--- src/include/huff_consts.svh ---
`ifndef HUFF_CONSTS_SVH
`define HUFF_CONSTS_SVH

// Tree dimensions
`define HUFF_LEAVES      16
`define HUFF_IDX_W       4
`define HUFF_FREQ_W      16
`define HUFF_SUM_W       20
`define HUFF_NODE_W      5
`define HUFF_NODES       31

// APB bus widths
`define APB_ADDR_W       8
`define APB_DATA_W       32

// Register map in byte offsets
`define REG_CTRL         8'h00
`define REG_STATUS       8'h04
`define REG_ROOT         8'h08
`define REG_LEAF_BASE    8'h40
`define REG_TREE_BASE    8'h80

`endif

--- src/source/huff_tree_pkg.sv ---
`include "huff_consts.svh"

package huff_tree_pkg;

	////////////////////////////////////////
	// Sorted list entry
	////////////////////////////////////////

	// Node number on top, frequency below
	typedef struct packed {
		logic [`HUFF_NODE_W-1:0] node;
		logic [`HUFF_SUM_W-1:0]  freq;
	} sorted_frame_t;

	////////////////////////////////////////
	// Parent link entry
	////////////////////////////////////////

	// side 0 is the smaller (left) child
	typedef struct packed {
		logic                    side;
		logic [`HUFF_NODE_W-1:0] parent;
	} link_entry_t;

	// Build engine FSM
	typedef enum logic [2:0] {
		IDLE,
		NODE_READ,
		NODE_MERGE,
		NODE_SKIP,
		NODE_SEEK,
		NODE_INSERT,
		TREE_DONE
	} engine_state_t;

endpackage

--- src/source/huff_apb_pkg.sv ---
package huff_apb_pkg;

	// Register class of the current APB address
	typedef enum logic [2:0] {
		NONE,
		CTRL,
		STATUS,
		ROOT,
		LEAF,
		TREE
	} reg_sel_t;

	////////////////////////////////////////
	// Register field positions
	////////////////////////////////////////

	localparam int CTRL_START_BIT  = 0;
	localparam int STATUS_BUSY_BIT = 0;
	localparam int STATUS_DONE_BIT = 1;
	// Root node sits above the 20-bit frequency
	localparam int ROOT_NODE_LSB   = 24;
	localparam int TREE_VALID_BIT  = 8;
	localparam int TREE_SIDE_BIT   = 5;

endpackage

--- src/source/apb_reg_decode.sv ---
`timescale 1ns/1ps
`include "huff_consts.svh"

module apb_reg_decode
	import huff_tree_pkg::*;
	import huff_apb_pkg::*;
(
	input  logic                    clk,
	input  logic                    rstN,
	input  logic                    psel,
	input  logic                    penable,
	input  logic                    pwrite,
	input  logic [`APB_ADDR_W-1:0]  paddr,
	input  logic [`APB_DATA_W-1:0]  pwdata,
	input  logic                    busy,
	input  logic                    done,
	input  logic [`HUFF_NODE_W-1:0] root_node,
	input  logic [`HUFF_SUM_W-1:0]  root_freq,
	input  logic                    rd_valid,
	input  link_entry_t             rd_entry,
	output logic [`APB_DATA_W-1:0]  prdata,
	output logic                    pready,
	output logic                    leaf_we,
	output logic [`HUFF_IDX_W-1:0]  leaf_idx,
	output logic [`HUFF_FREQ_W-1:0] leaf_freq,
	output logic                    build_start,
	output logic [`HUFF_NODE_W-1:0] rd_addr
);

	reg_sel_t sel;
	logic     aligned;
	logic     access;
	logic     wr_acc;
	logic     rd_wait;

	////////////////////////////////////////
	// Address decode
	////////////////////////////////////////

	assign aligned = paddr[1:0] == 2'b00;

	always_comb
	begin
		sel = NONE;
		if (!aligned)
			sel = NONE;
		else if (paddr == `REG_CTRL)
			sel = CTRL;
		else if (paddr == `REG_STATUS)
			sel = STATUS;
		else if (paddr == `REG_ROOT)
			sel = ROOT;
		else if (paddr >= `REG_LEAF_BASE && paddr < `REG_LEAF_BASE + 4 * `HUFF_LEAVES)
			sel = LEAF;
		else if (paddr >= `REG_TREE_BASE && paddr < `REG_TREE_BASE + 4 * `HUFF_NODES)
			sel = TREE;
	end

	assign access = psel & penable;
	assign wr_acc = access & pwrite;

	// Link store read is registered, so a TREE read waits one cycle
	always_ff @(posedge clk or negedge rstN)
	begin
		if (!rstN)
			rd_wait <= 1'b0;
		else
			rd_wait <= access & ~pwrite & (sel == TREE) & ~rd_wait;
	end

	assign pready = access & (pwrite | (sel != TREE) | rd_wait);

	// Word offset inside the 0x80 window
	assign rd_addr = paddr[6:2];

	////////////////////////////////////////
	// Write strobes toward the engine
	////////////////////////////////////////

	always_ff @(posedge clk or negedge rstN)
	begin
		if (!rstN)
		begin
			leaf_we     <= 1'b0;
			build_start <= 1'b0;
		end
		else
		begin
			leaf_we     <= wr_acc & (sel == LEAF);
			build_start <= wr_acc & (sel == CTRL) & pwdata[CTRL_START_BIT];
		end
	end

	always_ff @(posedge clk)
	begin
		if (wr_acc && sel == LEAF)
		begin
			leaf_idx  <= paddr[5:2];
			leaf_freq <= pwdata[`HUFF_FREQ_W-1:0];
		end
	end

	// Unmapped and write-only words read 0
	always_comb
	begin
		prdata = '0;
		case (sel)
			STATUS:
			begin
				prdata[STATUS_BUSY_BIT] = busy;
				prdata[STATUS_DONE_BIT] = done;
			end
			ROOT:
			begin
				prdata[ROOT_NODE_LSB +: `HUFF_NODE_W] = root_node;
				prdata[`HUFF_SUM_W-1:0]               = root_freq;
			end
			TREE:
			begin
				// Empty entries read as all zero
				if (rd_valid)
				begin
					prdata[TREE_VALID_BIT]     = 1'b1;
					prdata[TREE_SIDE_BIT]      = rd_entry.side;
					prdata[`HUFF_NODE_W-1:0]   = rd_entry.parent;
				end
			end
			default:
				prdata = '0;
		endcase
	end

endmodule

--- src/source/tree_link_ram.sv ---
`timescale 1ns/1ps
`include "huff_consts.svh"

module tree_link_ram
	import huff_tree_pkg::*;
(
	input  logic                    clk,
	input  logic                    rstN,
	input  logic                    link_we,
	input  logic [`HUFF_NODE_W-1:0] link_addr,
	input  link_entry_t             link_data,
	input  logic                    link_clear,
	input  logic [`HUFF_NODE_W-1:0] rd_addr,
	output logic                    rd_valid,
	output link_entry_t             rd_entry
);

	link_entry_t            mem [`HUFF_NODES];
	logic [`HUFF_NODES-1:0] valid;
	logic                   rd_hit;

	// Node 31 does not exist
	assign rd_hit = rd_addr < `HUFF_NODES;

	always_ff @(posedge clk)
	begin
		if (link_we)
			mem[link_addr] <= link_data;
	end

	// Clearing the flags empties the whole store at once
	always_ff @(posedge clk or negedge rstN)
	begin
		if (!rstN)
			valid <= '0;
		else if (link_clear)
			valid <= '0;
		else if (link_we)
			valid[link_addr] <= 1'b1;
	end

	////////////////////////////////////////
	// Registered read port
	////////////////////////////////////////

	always_ff @(posedge clk or negedge rstN)
	begin
		if (!rstN)
			rd_valid <= 1'b0;
		else
			rd_valid <= rd_hit && valid[rd_addr];
	end

	always_ff @(posedge clk)
	begin
		rd_entry <= rd_hit ? mem[rd_addr] : '0;
	end

endmodule

--- src/source/huff_merge_engine.sv ---
`timescale 1ns/1ps
`include "huff_consts.svh"

module huff_merge_engine
	import huff_tree_pkg::*;
(
	input  logic                    clk,
	input  logic                    rstN,
	input  logic                    leaf_we,
	input  logic [`HUFF_IDX_W-1:0]  leaf_idx,
	input  logic [`HUFF_FREQ_W-1:0] leaf_freq,
	input  logic                    build_start,
	output logic                    busy,
	output logic                    done,
	output logic [`HUFF_NODE_W-1:0] root_node,
	output logic [`HUFF_SUM_W-1:0]  root_freq,
	output logic                    link_we,
	output logic [`HUFF_NODE_W-1:0] link_addr,
	output link_entry_t             link_data,
	output logic                    link_clear
);

	logic [`HUFF_FREQ_W-1:0] leaf_bank [`HUFF_LEAVES];
	sorted_frame_t           list [`HUFF_LEAVES];
	engine_state_t           state;
	engine_state_t           state_nxt;
	logic [`HUFF_IDX_W-1:0]  head;
	logic [`HUFF_IDX_W-1:0]  pos;
	logic [`HUFF_NODE_W-1:0] new_node;
	sorted_frame_t           cur_a;
	sorted_frame_t           cur_b;
	logic [`HUFF_SUM_W-1:0]  merge_freq;
	logic                    link_b_pend;
	logic                    accept;
	logic                    last_live;
	logic                    head_zero;
	logic [`HUFF_IDX_W:0]    probe;
	logic                    shift_ok;

	assign busy   = (state != IDLE) && (state != TREE_DONE);
	assign done   = state == TREE_DONE;
	assign accept = build_start & ~busy;

	// List always ends at the last slot, so one live entry means head at the end
	assign last_live  = head == `HUFF_IDX_W'(`HUFF_LEAVES - 1);
	assign head_zero  = list[head].freq == '0;
	assign merge_freq = cur_a.freq + cur_b.freq;

	////////////////////////////////////////
	// Insertion probe
	////////////////////////////////////////

	// Hole is head+1 after a merge; probe looks one past the hole
	assign probe = (state == NODE_MERGE) ? head + 2 : pos + 2;
	// Equal entries move ahead of the merged node
	assign shift_ok = (probe < `HUFF_LEAVES) &&
		(list[probe[`HUFF_IDX_W-1:0]].freq <= merge_freq);

	// Host leaf bank, frozen during a build
	always_ff @(posedge clk)
	begin
		if (leaf_we && !busy)
			leaf_bank[leaf_idx] <= leaf_freq;
	end

	always_ff @(posedge clk or negedge rstN)
	begin
		if (!rstN)
			state <= IDLE;
		else
			state <= state_nxt;
	end

	always_comb
	begin
		state_nxt = state;
		case (state)
			IDLE, TREE_DONE:
				if (accept)
					state_nxt = NODE_READ;
			NODE_READ:
				if (last_live)
					state_nxt = TREE_DONE;
				else if (head_zero)
					state_nxt = NODE_SKIP;
				else
					state_nxt = NODE_MERGE;
			NODE_SKIP:
				state_nxt = NODE_READ;
			NODE_MERGE, NODE_SEEK:
				state_nxt = shift_ok ? NODE_SEEK : NODE_INSERT;
			NODE_INSERT:
				state_nxt = NODE_READ;
			default:
				state_nxt = IDLE;
		endcase
	end

	////////////////////////////////////////
	// Sorted list
	////////////////////////////////////////

	always_ff @(posedge clk)
	begin
		if (accept)
		begin
			for (int i = 0; i < `HUFF_LEAVES; i++)
			begin
				list[i].node <= `HUFF_NODE_W'(i);
				list[i].freq <= `HUFF_SUM_W'(leaf_bank[i]);
			end
		end
		else if (state == NODE_SEEK)
			list[pos] <= list[pos + 1'b1];
		else if (state == NODE_INSERT)
		begin
			list[pos].node <= new_node;
			list[pos].freq <= merge_freq;
		end
	end

	// Two smallest live entries
	always_ff @(posedge clk)
	begin
		if (state == NODE_READ)
		begin
			cur_a <= list[head];
			cur_b <= list[head + 1'b1];
		end
	end

	// Head, hole position and node counter
	always_ff @(posedge clk or negedge rstN)
	begin
		if (!rstN)
		begin
			head     <= '0;
			pos      <= '0;
			new_node <= '0;
		end
		else if (accept)
		begin
			head     <= '0;
			pos      <= '0;
			new_node <= `HUFF_NODE_W'(`HUFF_LEAVES);
		end
		else
		begin
			case (state)
				NODE_SKIP:
					head <= head + 1'b1;
				NODE_MERGE:
				begin
					head <= head + 1'b1;
					pos  <= head + 1'b1;
				end
				NODE_SEEK:
					pos <= pos + 1'b1;
				NODE_INSERT:
					new_node <= new_node + 1'b1;
				default:
					head <= head;
			endcase
		end
	end

	always_ff @(posedge clk or negedge rstN)
	begin
		if (!rstN)
		begin
			link_b_pend <= 1'b0;
			link_clear  <= 1'b0;
			root_node   <= '0;
			root_freq   <= '0;
		end
		else
		begin
			link_b_pend <= state == NODE_MERGE;
			link_clear  <= accept;
			// All-zero input reports node 0 as the root
			if (state == NODE_READ && last_live)
			begin
				root_node <= head_zero ? '0 : list[head].node;
				root_freq <= list[head].freq;
			end
		end
	end

	// Left child in the merge cycle, right child one cycle later
	assign link_we          = (state == NODE_MERGE) | link_b_pend;
	assign link_addr        = link_b_pend ? cur_b.node : cur_a.node;
	assign link_data.side   = link_b_pend;
	assign link_data.parent = new_node;

endmodule

--- src/source/huff_tree_top.sv ---
`timescale 1ns/1ps
`include "huff_consts.svh"

module huff_tree_top
	import huff_tree_pkg::*;
(
	input  logic                   clk,
	input  logic                   rstN,
	input  logic                   psel,
	input  logic                   penable,
	input  logic                   pwrite,
	input  logic [`APB_ADDR_W-1:0] paddr,
	input  logic [`APB_DATA_W-1:0] pwdata,
	output logic [`APB_DATA_W-1:0] prdata,
	output logic                   pready
);

	// Decode to engine
	logic                    leaf_we;
	logic [`HUFF_IDX_W-1:0]  leaf_idx;
	logic [`HUFF_FREQ_W-1:0] leaf_freq;
	logic                    build_start;

	// Engine status back to decode
	logic                    busy;
	logic                    done;
	logic [`HUFF_NODE_W-1:0] root_node;
	logic [`HUFF_SUM_W-1:0]  root_freq;

	// Link store traffic
	logic                    link_we;
	logic [`HUFF_NODE_W-1:0] link_addr;
	link_entry_t             link_data;
	logic                    link_clear;
	logic [`HUFF_NODE_W-1:0] rd_addr;
	logic                    rd_valid;
	link_entry_t             rd_entry;

	apb_reg_decode u_decode (
		.clk(clk), .rstN(rstN),
		.psel(psel), .penable(penable), .pwrite(pwrite),
		.paddr(paddr), .pwdata(pwdata),
		.busy(busy), .done(done),
		.root_node(root_node), .root_freq(root_freq),
		.rd_valid(rd_valid), .rd_entry(rd_entry),
		.prdata(prdata), .pready(pready),
		.leaf_we(leaf_we), .leaf_idx(leaf_idx), .leaf_freq(leaf_freq),
		.build_start(build_start), .rd_addr(rd_addr)
	);

	huff_merge_engine u_engine (
		.clk(clk), .rstN(rstN),
		.leaf_we(leaf_we), .leaf_idx(leaf_idx), .leaf_freq(leaf_freq),
		.build_start(build_start),
		.busy(busy), .done(done),
		.root_node(root_node), .root_freq(root_freq),
		.link_we(link_we), .link_addr(link_addr), .link_data(link_data),
		.link_clear(link_clear)
	);

	tree_link_ram u_links (
		.clk(clk), .rstN(rstN),
		.link_we(link_we), .link_addr(link_addr), .link_data(link_data),
		.link_clear(link_clear), .rd_addr(rd_addr),
		.rd_valid(rd_valid), .rd_entry(rd_entry)
	);

endmodule

--- config.mk ---
export PLATFORM = sky130hd
export DESIGN_NAME = huff_tree_top
export DESIGN_NICKNAME = d
export VERILOG_FILES = /design/src/source/huff_tree_pkg.sv /design/src/source/huff_apb_pkg.sv /design/src/source/apb_reg_decode.sv /design/src/source/tree_link_ram.sv /design/src/source/huff_merge_engine.sv /design/src/source/huff_tree_top.sv
export VERILOG_INCLUDE_DIRS = /design/src /design/src/include
export SDC_FILE = /design/constraint.sdc
export NUM_CORES = 2
export LEC_CHECK = 0
export BUFFER_PORTS_ARGS = -buffer_cell sky130_fd_sc_hd__buf_4
export CORE_MARGIN = 2
export CORE_UTILIZATION = 60
export DETAILED_ROUTE_END_ITERATION = 8
export PLACE_DENSITY = 0.81
export RECOVER_POWER = 25
export SLEW_MARGIN = 20
export SYNTH_ARGS = -nofsm -noshare
export SYNTH_HDL_FRONTEND = slang
export SYNTH_SLANG_ARGS = --single-unit
--- constraint.sdc ---
create_clock -name clk -period 12.62 [get_ports clk]
set_clock_uncertainty 0.05 [all_clocks]
set_input_delay 1.893 -clock clk [delete_from_list [all_inputs] [get_ports clk]]
set_output_delay 1.893 -clock clk [all_outputs]
set_load 0.01 [all_outputs]
# == Yosys cells after proc, flatten, opt, wreduce, memory -nomap -nowiden ==
# Memories as Yosys holds them, arrays and structs flattened. A register that Yosys moved wholly into a read port is not among the register bits.
# Cells that the tools add are included.
# word_totals
register_bits,123
ramBits,842
output_inout_bits,33
elab_cells,149
mem_count,3
# memory_table
memory,words,width,read_ports,rd_ports_with_merged_regs,wr,line,source
u_engine.list,16,25,4,1,16,huff_merge_engine.sv:24,sorted_frame_t list [`HUFF_LEAVES];
u_engine.leaf_bank,16,16,16,0,1,huff_merge_engine.sv:23,logic [`HUFF_FREQ_W-1:0] leaf_bank [`HUFF_LEAVES];
u_links.mem,31,6,1,1,1,tree_link_ram.sv:18,link_entry_t mem [`HUFF_NODES];
# classes
n_addsub,6
magnitude_cmp,10
n_eq_ne,17
n_mux,52
bitwise,19
reduce_logical,25
# ops
op,count
31-bit 2-to-1 mux,2
5-bit 2-to-1 mux,7
31-bit OR,1
25-bit 2-to-1 mux,1
25-bit OR reduction,1
3-bit 2-to-1 mux,8
20-bit adder,1
20-bit less-or-equal comparator,1
20-bit zero test,1
20-bit 2-to-1 mux,1
1-bit 2-to-1 mux,18
8-bit less-than comparator (second input constant),2
4-bit 2-to-1 mux,4
4-bit one-hot mux with 2 select lines,2
3-bit == test (second input constant),5
3-bit by 2-bit == test with 1-bit output (second input constant),4
5-bit by 6-bit less-than comparator with 1-bit output (second input constant),2
3-bit one-hot mux with 4 select lines,1
11-bit 2-to-1 mux,1
4-bit by 2-bit adder with 5-bit output (second input constant),2
1-bit AND,10
5-bit less-than comparator (second input constant),2
1-bit logical AND,9
4-bit by 1-bit adder with 4-bit output (second input constant),2
25 further kinds,41

# == Longest topological paths before layout ==
# logic_depth
word_depth,12
depth_mapped,22
mapped_depth_nobuf,18

# == By module ==
# From an unflattened synthesis, not the netlist that was laid out.
# hier_totals
hier_cells,3421
hier_area_um2,51224.1
# modules_own_cells
mod,n_inst,cells_per_inst,area_per_inst_um2,seq_area_each_um2
huff_merge_engine,1,2786,41070.6,22276.4
tree_link_ram,1,548,9014.9,6506.2
apb_reg_decode,1,87,1138.6,675.6

# == Least setup slack after synthesis ==
# No wires, ideal clock.
# synth_timing
kind,input-to-output
start,in paddr[6]
end,out prdata[0]
arrival_time_ns,3.676
required_ns,10.677
path_slack_ns,7.001
cell_stages,7
path_buffers,2
path_cell_list,clkbuf_1 > nand3_1 > nor2_1 > a2111oi_0 > and3_1 > clkbuf_1 > a221o_1
# synth_between
elab_chain_len,10
elab_cells_between_ends,19
classes_between,4 x order compare; 5 x eq/ne; 7 x mux; 3 x reduce/logical
# synth_rtl
element,line,source
"start, declared",huff_tree_top.sv:12,"input logic [`APB_ADDR_W-1:0] paddr,"
8-bit greater-or-equal comparator (no line) or 8-bit less-than comparator (tied branches),n/a,
1-bit logical AND (no line),n/a,
3-bit 2-to-1 mux,apb_reg_decode.sv:55,else if (paddr >= `REG_TREE_BASE && paddr < `REG_TREE_BASE + 4 * `HUFF_NODES)
3-bit 2-to-1 mux,apb_reg_decode.sv:53,else if (paddr >= `REG_LEAF_BASE && paddr < `REG_LEAF_BASE + 4 * `HUFF_LEAVES)
3-bit 2-to-1 mux,apb_reg_decode.sv:51,else if (paddr == `REG_ROOT)
3-bit 2-to-1 mux,apb_reg_decode.sv:49,else if (paddr == `REG_STATUS)
3-bit 2-to-1 mux (*),apb_reg_decode.sv:47,else if (paddr == `REG_CTRL)
3-bit 2-to-1 mux (*),apb_reg_decode.sv:45,if (!aligned)
3-bit == test or 3-bit by 2-bit == test with 1-bit output (tied branches),apb_reg_decode.sv:107,case (sel)
2-bit one-hot mux with 3 select lines (*),apb_reg_decode.sv:107,
"end, declared",huff_tree_top.sv:14,"output logic [`APB_DATA_W-1:0] prdata,"
# Mark *: on every way between the ends. The rest lies on a longest branch, timed or not.

# == Worst setup path after layout ==
# layout_timing
start,in paddr[4]
end,out prdata[0]
# The elaborated chain is that of the path after synthesis.

==> results.py <==
metrics = {
    "run_status": {
        "status": "finished, violations left",
        "violations": "capacitance limit, slew limit",
    },
    "sta": {
        "relSlewSlack_pct": -93.1,
        "rsz0062_at_grt": "no",
        "period_share_pct": 54.1,
        "fmax_mhz": 147,
        "setup_viol": 0,
        "tns_ns": 0,
        "tightest_slew_ns": 2.90,
        "period_needed_ns": 6.83,
        "drv_slew": 191,
        "hold_violations": 0,
    },
    "final_layout": {
        "fillCellCount": 5187,
        "area.growth.synth_to_final_pct": 9.94,
        "fin_area_um2": 54600,
        "final_nets": 3225,
        "layout-drive-gt1-share_pct": 27.5,
    },
    "global_routing": {
        "grt_pass1_vias": 32800,
        "grt_pass1_wl_um": 222000,
        "grt_max_degree": 66,
        "antenna_found_initial": 5,
        "gr-total-overflow": 0,
        "grt_usage_pct": 36.7,
    },
    "synth": {
        "ys_ff_latch": 996,
        "synth-edff-count": 912,
        "yosysMostFrequentCell": "edfxtp_1",
        "yosysUniqueCellTypes": 75,
        "syn_area_um2": 49700,
        "synthTopCellsByArea": "edfxtp_1, mux4_2, dfrtp_1",
        "synth_top_cell_by_area": "edfxtp_1",
        "async_reset_ff_share_pct": 7.83,
        "yosys_warnings": 0,
        "yosys.area.top_type_share_pct": 55.1,
        "synthTopCellsByCount": "edfxtp_1, mux4_2, nand2_1",
        "ys_seq_area_share_pct": 59.3,
        "synth_cells": 3149,
        "postSynthAreaPerCell_um2": 15.8,
        "ys.flop_type": "edfxtp_1",
    },
    "worst_setup_path": {
        "r2r_start": "u_engine.state[1]",
        "arrival_ns": 4.88,
        "crit_fanout": 23,
        "worstPathRequired_ns": 10.68,
        "worstSetupEndpointType": "output port",
        "startpoint": "paddr[4]",
        "path_class": "in2out",
        "start_kind": "primary input",
    },
    "worst_hold_path": {
        "hold_path_class": "reg2reg",
        "hp-start": "u_decode.rd_wait",
    },
    "die": {
        "io_pins": 78,
        "die_y_um": 292,
        "coreArea_um2": 82000,
        "std_cell_rows": 105,
        "start_util_pct": 60.6,
        "die_w_um": 292,
        "dieArea_um2": 85100,
    },
    "placed_design": {
        "place_area_um2": 51100,
        "gp_congestion": 0.967,
        "dp.final_hpwl_um": 87700,
        "io_buffers": 54,
    },
    "detailed_routing": {
        "via_per_inst": 7.71,
        "vias": 33100,
        "postRouteAntennaNets": 0,
        "route.detailed.drc": 0,
        "wl_um": 155000,
        "drt-pass1-iter-count": 6,
        "drt_iter0_drc": 6219,
        "wl_per_cell_um": 36.1,
    },
    "clock_network": {
        "cts_sinks": 996,
        "ctsHoldBuffers": 0,
        "worstSkewPairLatency_ns": 0.70,
        "clockBufferDepth": 3,
        "cts_root_buf": "clkbuf_16",
        "cts_tree": "built",
        "cts_buffers": 101,
        "path_clk_slew_ns": 0.06,
        "cts_resized": 0,
        "ctsHtreeMaxLevel": 3,
        "cts_setup_buffers": 0,
    },
    "pwr": {
        "power.leakage_uw": 0.0188,
        "power_density_nw_per_um2": 264,
        "peakVddDrop_mv": 0.344,
        "power_uw": 14400,
    },
    "flow_run": {
        "drv_cap": 6,
    },
}
[cell type report]
| cell class | count | area [um^2] | area share, % |
|---|---|---|---|
| Sequential cell | 996 | 29500 | 54.0 |
| Multi-Input combinational cell | 1880 | 19300 | 35.3 |
| Clock buffer | 130 | 2740 | 5.01 |
| Tap cell | 1070 | 1340 | 2.45 |
| Timing Repair Buffer | 135 | 976 | 1.79 |
| Clock inverter | 61 | 756 | 1.38 |
| Inverter | 19 | 71.3 | 0.131 |
| Antenna cell | 6 | 15.0 | 0.0275 |
[layer usage]
layer | share of wire, % | vias up | global-route usage, %
met1 | 31 | 16200 | 47.0
met2 | 44 | 3600 | 53.8
met4 | 7.0 | 6 | 21.6
met3 | 18 | 725 | 14.4
li1 | - | 12600 | -
met5 | 0.028 | - | 0
[final timing paths]
check                                    end  slack [ns]  cells past startpoint
max                                prdata[0]        5.79                     10
min                         u_decode.rd_wait        0.39                      1
max reg2reg                u_engine.state[0]        5.89                     18
min reg2reg                 u_decode.rd_wait        0.39                      1
max in group asynchronous    u_engine.pos[0]        9.82                      2
min in group asynchronous   u_engine.head[1]        1.24                      1
[cells in the final DEF, fill, tap and decap left out, types with 8 or more instances in the layout]
cell type / synthesis / final
a21o_1: 24 / 24
a21oi_1: 48 / 39
a21oi_2: 1 / 10
a221o_1: 14 / 14
a221oi_1: 10 / 10
a22o_1: 16 / 16
and3_1: 28 / 28
buf_4: 16 / 110
bufinv_16: 0 / 12
clkbuf_1: 166 / 34
clkbuf_16: 0 / 103
clkbuf_4: 0 / 10
clkinv_1: 1 / 15
clkinv_2: 0 / 20
dfrtp_1: 78 / 74
edfxtp_1: 912 / 912
ha_1: 46 / 44
inv_1: 17 / 18
mux2_2: 24 / 24
mux2i_1: 43 / 39
mux4_2: 510 / 510
nand2_1: 362 / 353
nand2_2: 0 / 8
nand2b_1: 11 / 11
nand3_1: 17 / 16
nand4_1: 11 / 11
nor2_1: 278 / 265
nor2_2: 10 / 16
nor2b_1: 16 / 14
nor3_1: 13 / 8
nor4_1: 10 / 10
o21a_1: 9 / 9
o21ai_0: 35 / 35
o21ai_1: 233 / 233
xnor2_1: 14 / 11
xor2_1: 15 / 14
[report_power, final]
group	switching (uW)	internal, uW
combinational	4080	2890
sequential	292	4010
clock	1340	1800
[cell families (layout without fill, tap and decap cells)]
family / Yosys count / count (layout) / synth area share, %
xor gates and xnor gates: 30 / 30 / 0.544
muxes: 580 / 580 / 24.6
other: 1 / 13 / 0.00755
buffers and inverters: 279 / 345 / 2.56
AOI/OAI and AO/OA: 436 / 436 / 5.22
adders and majority gates: 47 / 47 / 1.20
DFF: 996 / 996 / 59.3
and+or+nand+nor: 780 / 780 / 6.57
[flip-flops by register name, indices dropped and copies added (netlist names), 5 cells and up]
signal	cells
u_engine.cur_b	25
u_links.valid	31
u_engine.root_node	5
u_engine.root_freq	20
u_engine.list	400
u_engine.leaf_bank	256
u_links.mem	186
u_engine.new_node	5
u_links.rd_entry	6
u_decode.leaf_freq	16
u_engine.cur_a	25
[metrics by stage]
| step | utilization (%) | hold WS [ns] | worst slack [ns] | cells |
|---|---|---|---|---|
| finish | 66.6 | 0.391 | 5.79 | 4297 |
| global route | 66.6 | 0.425 | 5.48 | 4292 |
| CTS | 66.6 | 0.399 | 6.14 | 4290 |
| detailed placement | 62.3 | 0.388 | 6.16 | 4099 |
| global placement | 62.3 | 0.374 | 6.15 | 4099 |
| floorplan | - | 0.360 | 7.00 | 3155 |
[worst max-delay path, stage by stage]
cell and delay (ns):
clkbuf_1 1.07, nand3_1 0.19, nor2_1 0.45, inv_1 0.10
a21oi_1 0.19, nor3_2 0.05, buf_4 0.19, and2_1 0.23
a221o_1 0.37, buf_4 0.14
Power figures use the tool's default switching activity.
